--- config.mk ---
export PLATFORM = sky130hd
export DESIGN_NAME = psgWaveFetch
export DESIGN_NICKNAME = d
export VERILOG_FILES = /design/src/hdl/psgBusPkg.sv /design/src/hdl/psgVoicePkg.sv /design/src/hdl/psgBusArb.sv /design/src/hdl/psgWaveChannel.sv /design/src/hdl/psgBusMaster.sv /design/src/hdl/psgMixer.sv /design/src/hdl/psgWaveFetch.sv
export VERILOG_INCLUDE_DIRS = /design/src /design/src/hdl
export SDC_FILE = /design/constraint.sdc
export NUM_CORES = 2
export LEC_CHECK = 0
export ABC_AREA = 1
export BUFFER_PORTS_ARGS = -buffer_cell sky130_fd_sc_hd__buf_2
export CAP_MARGIN = 15
export CORE_MARGIN = 2
export CORE_UTILIZATION = 55
export CTS_CLUSTER_DIAMETER = 30
export DETAILED_ROUTE_END_ITERATION = 16
export PLACE_DENSITY = 0.71
export SYNTH_ARGS = -nofsm -noshare
export SYNTH_HDL_FRONTEND = slang
export SYNTH_SLANG_ARGS = --single-unit
--- constraint.sdc ---
create_clock -name clk -period 9.6 [get_ports clk]
set_clock_uncertainty 0.1 [all_clocks]
set_input_delay 0.96 -clock clk [delete_from_list [all_inputs] [get_ports clk]]
set_output_delay 0.96 -clock clk [all_outputs]
set_load 0.005 [all_outputs]
--- src/hdl/psg_config.svh ---
`ifndef PSG_CONFIG_SVH
`define PSG_CONFIG_SVH

// ============================================================
// engine size
// ============================================================

// number of wave-table channels sharing the read port
`define PSG_CHANNELS 8
// bits needed to name one channel
`define PSG_CHAN_W 3

// ============================================================
// memory and sample format
// ============================================================

// memory word address and data widths
`define PSG_ADDR_W 16
`define PSG_DATA_W 16
// width of one decoded and scaled sample
`define PSG_SAMPLE_W 16

// phase is a 16.8 fixed point value, integer part is the sample index
`define PSG_FRAC_W 8
`define PSG_PHASE_W 24

// eight signed 16-bit samples need three extra bits of headroom
`define PSG_MIX_W 19

`endif

--- src/hdl/psgBusPkg.sv ---
`include "psg_config.svh"

// ============================================================
// shared memory read port types
// ============================================================

package psgBusPkg;

	// one read request carries just the word address
	typedef struct packed {
		logic [`PSG_ADDR_W-1:0] addr;
	} psgMemReq;

	// one read response carries the data word that was addressed
	typedef struct packed {
		logic [`PSG_DATA_W-1:0] data;
	} psgMemRsp;

	// owner of the read port as decided by the arbiter
	// valid low means nobody holds the port and chan is meaningless
	typedef struct packed {
		logic valid;
		logic [`PSG_CHAN_W-1:0] chan;
	} psgGrant;

endpackage

--- src/hdl/psgVoicePkg.sv ---
`include "psg_config.svh"

// ============================================================
// channel configuration and sample word types
// ============================================================

package psgVoicePkg;

	// how a memory word is split into samples
	typedef enum logic {
		sampleMode8 = 1'b0,
		sampleMode16 = 1'b1
	} psgSampleMode;

	// one configuration write, chan selects the target channel
	// step is the 8.8 phase increment added on every tick
	typedef struct packed {
		logic [`PSG_CHAN_W-1:0] chan;
		logic enable;
		psgSampleMode mode;
		logic [`PSG_ADDR_W-1:0] base;
		logic [15:0] length;
		logic [15:0] step;
		logic [3:0] volume;
	} psgChanCfg;

	// two packed 8-bit samples, the even index sits in the low byte
	typedef struct packed {
		logic [7:0] hi;
		logic [7:0] lo;
	} psgBytePair;

	// the same memory word read as one 16-bit sample or as two 8-bit ones
	typedef union packed {
		logic [`PSG_DATA_W-1:0] word;
		psgBytePair bytes;
	} psgSampleWord;

endpackage

--- src/hdl/psgBusArb.sv ---
`include "psg_config.svh"

// fixed-priority arbiter for the shared memory read port
// the lowest requesting channel index always wins a new decision
module psgBusArb (
	input logic clk,
	input logic rst,
	input logic [`PSG_CHANNELS-1:0] req,
	input logic done,
	output psgBusPkg::psgGrant grant
);

	// requests that may take part in the next decision
	logic [`PSG_CHANNELS-1:0] reqMask;
	// a decision is due on an idle port or when the owner finishes
	logic decide;
	psgBusPkg::psgGrant nextGrant;

	// ============================================================
	// priority pick
	// ============================================================

	always_comb begin
		reqMask = req;
		// the owner still shows req during its done cycle,
		// it drops it on the same edge, so leave it out here
		if (done && grant.valid) begin
			reqMask[grant.chan] = 1'b0;
		end
		nextGrant = '0;
		// walk from the top down so the lowest index is written last
		for (int i = `PSG_CHANNELS - 1; i >= 0; i--) begin
			if (reqMask[i]) begin
				nextGrant.valid = 1'b1;
				nextGrant.chan = `PSG_CHAN_W'(i);
			end
		end
	end

	assign decide = !grant.valid || done;

	// ============================================================
	// grant register
	// ============================================================

	// the owner is held until done, with no requester the grant falls invalid
	always_ff @(posedge clk) begin
		if (rst) begin
			grant <= '0;
		end else if (decide) begin
			grant <= nextGrant;
		end
	end

	// ============================================================
	// checks
	// ============================================================

	// the owner keeps the port for the whole transfer on the bus master
	assert property (@(posedge clk) disable iff (rst)
		(grant.valid && !done) |=> $stable(grant));

	// a grant only ever points at a channel that still wants the port
	assert property (@(posedge clk) disable iff (rst)
		grant.valid |-> req[grant.chan]);

endmodule

--- src/hdl/psgWaveChannel.sv ---
`include "psg_config.svh"

// one wave-table channel
// keeps its configuration and phase, asks for a sample word on every tick
// and turns the returned word into a scaled sample
module psgWaveChannel (
	input logic clk,
	input logic rst,
	input logic cfgWrite,
	input psgVoicePkg::psgChanCfg cfg,
	input logic tick,
	input logic granted,
	input logic rspValid,
	input psgBusPkg::psgMemRsp rsp,
	output logic req,
	output logic [`PSG_ADDR_W-1:0] addr,
	output logic signed [`PSG_SAMPLE_W-1:0] sample
);

	psgVoicePkg::psgChanCfg cfgReg;
	// 16.8 phase whose integer part indexes the sample table
	logic [`PSG_PHASE_W-1:0] phase;
	logic [`PSG_PHASE_W-1:0] phaseStep;
	logic [`PSG_PHASE_W-1:0] phaseNext;
	logic [`PSG_PHASE_W-`PSG_FRAC_W-1:0] index;
	psgVoicePkg::psgSampleWord rspWord;
	logic signed [`PSG_SAMPLE_W-1:0] raw;
	// signed 16 by unsigned 4 product with one guard bit on top
	logic signed [`PSG_SAMPLE_W+4:0] scaled;
	logic signed [`PSG_SAMPLE_W-1:0] sampleReg;
	// our response is on the port this cycle
	logic take;

	// ============================================================
	// address
	// ============================================================

	assign index = phase[`PSG_PHASE_W-1:`PSG_FRAC_W];

	// two 8-bit samples share one word, so the word index is halved
	always_comb begin
		if (cfgReg.mode == psgVoicePkg::sampleMode16) begin
			addr = cfgReg.base + index;
		end else begin
			addr = cfgReg.base + (index >> 1);
		end
	end

	// ============================================================
	// decode and scale
	// ============================================================

	assign take = granted && rspValid;

	always_comb begin
		rspWord.word = rsp.data;
		if (cfgReg.mode == psgVoicePkg::sampleMode16) begin
			raw = rspWord.word;
		end else if (index[0]) begin
			// an odd index lives in the high byte and lands on the sample msb
			raw = {rspWord.bytes.hi, 8'h00};
		end else begin
			raw = {rspWord.bytes.lo, 8'h00};
		end
		// volume 15 is just under unity gain and 0 mutes
		scaled = raw * $signed({1'b0, cfgReg.volume});
	end

	// ============================================================
	// phase advance with wrap at the table length
	// ============================================================

	always_comb begin
		phaseStep = phase + `PSG_PHASE_W'(cfgReg.step);
		phaseNext = phaseStep;
		if (phaseStep[`PSG_PHASE_W-1:`PSG_FRAC_W] >= cfgReg.length) begin
			phaseNext = phaseStep - {cfgReg.length, {`PSG_FRAC_W{1'b0}}};
		end
	end

	always_ff @(posedge clk) begin
		if (rst) begin
			cfgReg <= '0;
			phase <= '0;
			req <= 1'b0;
		end else begin
			if (cfgWrite) begin
				cfgReg <= cfg;
				phase <= '0;
			end else if (take) begin
				phase <= phaseNext;
			end
			// the answer clears the request on the edge where done is seen
			if (take) begin
				req <= 1'b0;
			end else if (tick && cfgReg.enable) begin
				req <= 1'b1;
			end
		end
	end

	// a configuration write clears the payload of the last answered request
	always_ff @(posedge clk) begin
		if (cfgWrite) begin
			sampleReg <= '0;
		end else if (take) begin
			sampleReg <= scaled[`PSG_SAMPLE_W+3:4];
		end
	end

	assign sample = cfgReg.enable ? sampleReg : '0;

	// the top only passes a tick once every earlier request is answered
	assert property (@(posedge clk) disable iff (rst)
		(tick && cfgReg.enable) |-> !req);

endmodule

--- src/hdl/psgBusMaster.sv ---
`include "psg_config.svh"

// drives the shared memory read port for whichever channel holds the grant
// and marks the returning word with the channel it belongs to
module psgBusMaster (
	input logic clk,
	input logic rst,
	input psgBusPkg::psgGrant grant,
	output logic memReqValid,
	input logic memReqReady,
	output psgBusPkg::psgMemReq memReq,
	input logic memRspValid,
	input psgBusPkg::psgMemRsp memRsp,
	input logic [`PSG_CHANNELS-1:0][`PSG_ADDR_W-1:0] addrs,
	output logic done,
	output logic [`PSG_CHAN_W-1:0] rspChan
);

	// ============================================================
	// read FSM
	// ============================================================

	// idle waits for a grant, request holds the address until the memory
	// accepts it, wait holds until the single response comes back
	typedef enum logic [1:0] {
		stIdle,
		stRequest,
		stWait
	} masterState;

	masterState state;

	always_ff @(posedge clk) begin
		if (rst) begin
			state <= stIdle;
		end else begin
			case (state)
				stIdle: begin
					// after done the arbiter has already moved on,
					// so a valid grant seen here is always a new one
					if (grant.valid) begin
						state <= stRequest;
					end
				end
				stRequest: begin
					if (memReqReady) begin
						state <= stWait;
					end
				end
				stWait: begin
					if (memRspValid) begin
						state <= stIdle;
					end
				end
				default: begin
					state <= stIdle;
				end
			endcase
		end
	end

	// address and owner are captured once and held through the transfer
	always_ff @(posedge clk) begin
		if (state == stIdle && grant.valid) begin
			memReq.addr <= addrs[grant.chan];
			rspChan <= grant.chan;
		end
	end

	assign memReqValid = (state == stRequest);
	// done is the response strobe itself, the latency is set by the memory
	assign done = (state == stWait) && memRspValid;

	// ============================================================
	// checks
	// ============================================================

	// one outstanding read, so a response outside the wait state is stray
	assert property (@(posedge clk) disable iff (rst)
		(state != stWait) |-> !memRspValid);

	// the memory returns defined data along with every response
	assert property (@(posedge clk) disable iff (rst)
		memRspValid |-> !$isunknown(memRsp));

endmodule

--- src/hdl/psgMixer.sv ---
`include "psg_config.svh"

// adds the scaled channel samples into one output frame
// the frame is held on the output until the consumer takes it
module psgMixer (
	input logic clk,
	input logic rst,
	input logic frameDone,
	// one signed sample per channel
	input logic [`PSG_CHANNELS-1:0][`PSG_SAMPLE_W-1:0] samples,
	output logic mixValid,
	input logic mixReady,
	output logic signed [`PSG_MIX_W-1:0] mix
);

	logic signed [`PSG_MIX_W-1:0] sum;

	// each sample is sign extended to the mix width before adding
	always_comb begin
		sum = '0;
		for (int i = 0; i < `PSG_CHANNELS; i++) begin
			sum = sum + $signed(samples[i]);
		end
	end

	// ============================================================
	// output frame register
	// ============================================================

	always_ff @(posedge clk) begin
		if (rst) begin
			mixValid <= 1'b0;
		end else if (frameDone) begin
			mixValid <= 1'b1;
		end else if (mixReady) begin
			mixValid <= 1'b0;
		end
	end

	// the top holds off new ticks while a frame waits, so frameDone
	// never lands on a frame that has not been taken
	always_ff @(posedge clk) begin
		if (frameDone) begin
			mix <= sum;
		end
	end

	assert property (@(posedge clk) disable iff (rst)
		(mixValid && !mixReady) |=> (mixValid && $stable(mix)));

endmodule

--- src/hdl/psgWaveFetch.sv ---
`include "psg_config.svh"

// top of the wave-table fetch engine
// one tick fetches one sample per enabled channel and yields one mixed frame
module psgWaveFetch (
	input logic clk,
	input logic rst,
	input logic cfgValid,
	output logic cfgReady,
	input psgVoicePkg::psgChanCfg cfg,
	input logic tickValid,
	output logic tickReady,
	output logic memReqValid,
	input logic memReqReady,
	output psgBusPkg::psgMemReq memReq,
	input logic memRspValid,
	input psgBusPkg::psgMemRsp memRsp,
	output logic mixValid,
	input logic mixReady,
	output logic signed [`PSG_MIX_W-1:0] mix
);

	logic [`PSG_CHANNELS-1:0] req;
	logic [`PSG_CHANNELS-1:0] cfgWrite;
	logic [`PSG_CHANNELS-1:0] granted;
	logic [`PSG_CHANNELS-1:0] rspValid;
	logic [`PSG_CHANNELS-1:0][`PSG_ADDR_W-1:0] addrs;
	logic [`PSG_CHANNELS-1:0][`PSG_SAMPLE_W-1:0] samples;
	psgBusPkg::psgGrant grant;
	logic done;
	logic [`PSG_CHAN_W-1:0] rspChan;
	// a tick was accepted and its frame is not yet summed
	logic inFlight;
	logic tickTake;
	logic frameDone;

	// ============================================================
	// tick control
	// ============================================================

	// idle means no fetch under way and no frame waiting at the output
	assign tickReady = !(inFlight || mixValid);
	assign cfgReady = tickReady;
	assign tickTake = tickValid && tickReady;
	// with every request answered the channel samples are final
	assign frameDone = inFlight && !(|req);

	always_ff @(posedge clk) begin
		if (rst) begin
			inFlight <= 1'b0;
		end else if (tickTake) begin
			inFlight <= 1'b1;
		end else if (frameDone) begin
			inFlight <= 1'b0;
		end
	end

	// ============================================================
	// channels
	// ============================================================

	for (genvar i = 0; i < `PSG_CHANNELS; i++) begin : genChan
		// cfg.chan picks the one channel a write lands in
		assign cfgWrite[i] = cfgValid && cfgReady && (cfg.chan == `PSG_CHAN_W'(i));
		assign granted[i] = grant.valid && (grant.chan == `PSG_CHAN_W'(i));
		assign rspValid[i] = done && (rspChan == `PSG_CHAN_W'(i));

		psgWaveChannel uChan (
			.clk(clk),
			.rst(rst),
			.cfgWrite(cfgWrite[i]),
			.cfg(cfg),
			.tick(tickTake),
			.granted(granted[i]),
			.rspValid(rspValid[i]),
			.rsp(memRsp),
			.req(req[i]),
			.addr(addrs[i]),
			.sample(samples[i])
		);
	end

	// ============================================================
	// shared port and mix
	// ============================================================

	psgBusArb uArb (
		.clk(clk),
		.rst(rst),
		.req(req),
		.done(done),
		.grant(grant)
	);

	psgBusMaster uMaster (
		.clk(clk),
		.rst(rst),
		.grant(grant),
		.memReqValid(memReqValid),
		.memReqReady(memReqReady),
		.memReq(memReq),
		.memRspValid(memRspValid),
		.memRsp(memRsp),
		.addrs(addrs),
		.done(done),
		.rspChan(rspChan)
	);

	psgMixer uMixer (
		.clk(clk),
		.rst(rst),
		.frameDone(frameDone),
		.samples(samples),
		.mixValid(mixValid),
		.mixReady(mixReady),
		.mix(mix)
	);

endmodule

==> qor.csv <==
stage;metric;value;unit
hold_path;hold_end;uMixer.mixValid$_SDFFE_PP0P_;
clock_tree;cts_resized;0;
global_route;overflow;0;
sta;tns;0;ps
clock_tree;cts_buffers;230;
clock_tree;cts_max_level;4;
clock_tree;postCtsSetupBuffers;0;
finish;layout_commonest_cell;nand2_1;
power;ir_drop;168;uV
finish;stdcell_area;0.0916;mm^2
power;p_total;13.4;mW
clock_tree;cts_buffer_depth;3;
sta;finalHoldViolations;0;
sta;worst_slack;3000;ps
clock_tree;cts_tree;built;
sta;fin_crit;6600;ps
global_route;grtUsageTotal;0.391;
power;power_density;146;mW/mm^2
die;die_w;389;um
finish;fin_util;0.621;
finish;area_growth;12.2;%
synthesis;async_flop_share;0;
critical_path;crit_path_start_kind;flip-flop;
die;rows;141;
synthesis;ys_ff_latch;806;
critical_path;path_class;flip-flop to flip-flop;
sta;finalSetupViolCount;0;
global_route;grt_pass1_vias;79300;
placement;port_buffers;118;
placement;pre_cts_slack;3010;ps
global_route;grt_pass1_wl;458000;um
synthesis;synth_enable_flop_cells;38;
status;outcome;complete, no violations;
placement;dpl_cell_area;0.0833;mm^2
power;intPower;9.58;mW
finish;fin_cells;15300;
hold_path;min_path_cells;4;
critical_path;reg2reg_to;uMixer.mix[18]$_DFFE_PP_;
synthesis;ys_seq_area_frac;0.202;
power;power_frac_comb;0.125;
clock_tree;insertion_delay;860;ps
critical_path;crit_arrival;7080;ps
synthesis;ys_types;59;
sta;worst_hold_slack;282;ps
synthesis;synth_top_area_cell;dfxtp_1;
critical_path;cp_max_fo;18;
die;dieArea;0.152;mm^2
clock_tree;clkSinkCount;806;
sta;fmax;152;MHz
sta;finalCritPeriodShare;0.687;
critical_path;r2r_slack;3000;ps
hold_path;hold_path_class;primary input to flip-flop;
sta;rsz0062_at_grt;false;
critical_path;r2r_cells;22;
critical_path;reg2reg_from;genChan[2].uChan.cfgReg[53]$_SDFFE_PP0P_;
detailed_routing;post_drt_via_cell_ratio;5.54;
power;leakage;49.1;nW
synthesis;synth_nets;14300;
clock_tree;cts.clk_slew.worst_paths;40;ps
global_route;grt_max_degree;217;
detailed_routing;drcViolationCount;0;
synthesis;syn_inst;13200;
detailed_routing;routed_wl;302000;um
finish;drive_gt1_frac;0.0566;
sta;slew_headroom;0.174;
die;coreArea;0.148;mm^2
clock_tree;cts-hold-fix-buffers;0;
power;p_sw;3.78;mW
hold_path;min_from;mixReady;
critical_path;end_kind;flip-flop;
synthesis;yosys_warnings;0;
detailed_routing;drt_iter0_markers;9425;
detailed_routing;ant_nets;0;
synthesis;synth_area_per_cell;6.19;um^2
synthesis;synth_top_area_share;0.188;
global_route;antenna_found_initial;34;
placement;dpl.hpwl;228000;um
sta;worstMarginPinSlew;1230;ps
finish;final_nets;14300;
finish;final_cell_mix;nand2_1, inv_1, nor2_1;
detailed_routing;firstDrtPassIters;8;
sta;slew_viol_final;0;
synthesis;netlist_area;0.0817;mm^2
die;io_pins;119;
clock_tree;cts_root_buf;clkbuf_16;
detailed_routing;wl_per_cell;19.7;um
power;clockPowerShare;0.611;
die;start_util;0.553;
synthesis;ys.flop_type;dfxtp_1;
power;pwr-share-seq;0.264;
critical_path;cp.required;10090;ps
synthesis;synth.area.top_cells;dfxtp_1, nand2_1, inv_1;
placement;place.gp.congestion;1.03;
run;drv_cap;0;
detailed_routing;vias;85000;
placement;place_inst;14900;
die;dieHeight;389;um
power;p_sw_frac;0.283;
Yosys cell counts, types with 14 or more instances:
library cell     n
clkbuf_2        33
nand3_1        729
buf_2           72
and2_1          61
nand3b_1        41
nor2_1        1797
o21ai_0        879
fa_1           358
buf_1           15
a21oi_1        767
inv_1         2344
nand4_1        127
inv_2           37
xnor2_1         83
nand2_1       3382
buf_4           33
o21ai_1         36
or2_2           73
o21bai_1        40
a211oi_1        15
a31oi_1         26
a21o_1          25
xor2_1         219
clkbuf_1       231
nor2_2          15
nor4_1          14
nor2_4          17
ha_1           689
dfxtp_1        768
o211ai_1        22
edfxtp_1        38
nor3_1          83
how the worst max path moves through the flow:
stage | start | end | slack (ps) | depth (start not counted)
6_report | genChan[2].uChan.cfgReg[53]$_SDFFE_PP0P_ | uMixer.mix[18]$_DFFE_PP_ | 3000 | 22
3_3_place_gp | genChan[2].uChan.cfgReg[53]$_SDFFE_PP0P_ | uMixer.mix[18]$_DFFE_PP_ | 3130 | 22
3_5_place_dp | genChan[2].uChan.cfgReg[53]$_SDFFE_PP0P_ | uMixer.mix[16]$_DFFE_PP_ | 3010 | 22
5_1_grt | genChan[2].uChan.cfgReg[53]$_SDFFE_PP0P_ | uMixer.mix[16]$_DFFE_PP_ | 2630 | 22
2_1_floorplan | genChan[2].uChan.cfgReg[53]$_SDFFE_PP0P_ | uMixer.mix[16]$_DFFE_PP_ | 3790 | 24
4_1_cts | genChan[2].uChan.cfgReg[53]$_SDFFE_PP0P_ | uMixer.mix[16]$_DFFE_PP_ | 3010 | 22
power by group through the flow:
| stage | clock network (mW) | logic [mW] | registers (mW) |
|---|---|---|---|
| 2_1_floorplan | 0 | 1.12 | 3.55 |
| 3_3_place_gp | 0 | 1.59 | 3.58 |
| 3_5_place_dp | 0 | 1.61 | 3.58 |
| 4_1_cts | 8.19 | 1.63 | 3.52 |
| 5_1_grt | 8.40 | 1.83 | 3.53 |
| 6_report | 8.17 | 1.67 | 3.52 |
cell type report:
| class | count | area [um^2] |
|---|---|---|
| Clock inverter | 146 | 2020 |
| Inverter | 2395 | 9010 |
| Clock buffer | 285 | 6300 |
| Tap cell | 1930 | 2410 |
| Timing Repair Buffer | 159 | 898 |
| Multi-Input combinational cell | 9592 | 54400 |
| Antenna cell | 24 | 60.1 |
| Sequential cell | 806 | 16500 |
| Fill cell | 14200 | 56000 |
worst max-delay path: stages (launching register included):
cell      delay (ps)
dfxtp_1          740
nand2_1          180
fa_1             450
inv_1             60
ha_1             220
inv_1             90
fa_1             450
nand3b_1         170
nand2_1          130
a21boi_0         150
o21ai_0          360
a31oi_1          160
xor2_1           290
fa_1             470
fa_1             530
fa_1             520
inv_1             50
ha_1             360
a21oi_1          320
o21ai_0          190
a21oi_1          150
nand2_1           80
xor2_1           140
registers in the layout, indices dropped and copies added, names as in the netlist:
register	flops
genChan.uChan.cfgReg	432
genChan.uChan.phase	192
genChan.uChan.req	8
genChan.uChan.sampleReg	128
inFlight	1
uArb.grant	4
uMaster.memReq	16
uMaster.rspChan	3
uMaster.state	2
uMixer.mix	19
uMixer.mixValid	1
logic make-up (layout without fill, tap and decap cells):
group	after synthesis	in the layout	synth area share
flops	806	806	0.202
mux	1	1	0.000138
fa+ha+maj	1047	1047	0.193
other cells	0	24	0
simple gates	6385	6385	0.321
compound gates	1857	1857	0.119
xor+xnor	302	302	0.0324
buf+inv	2786	2985	0.132
metal layers:
metal  share of wire  global-route usage  up-vias
met4           0.042               0.168        8
met2            0.41               0.577     3871
met3            0.11              0.0801      631
met5         0.00017                   0        -
li1                -                   -    41200
met1            0.44               0.551    39400
(Power assumes the default switching activity.)
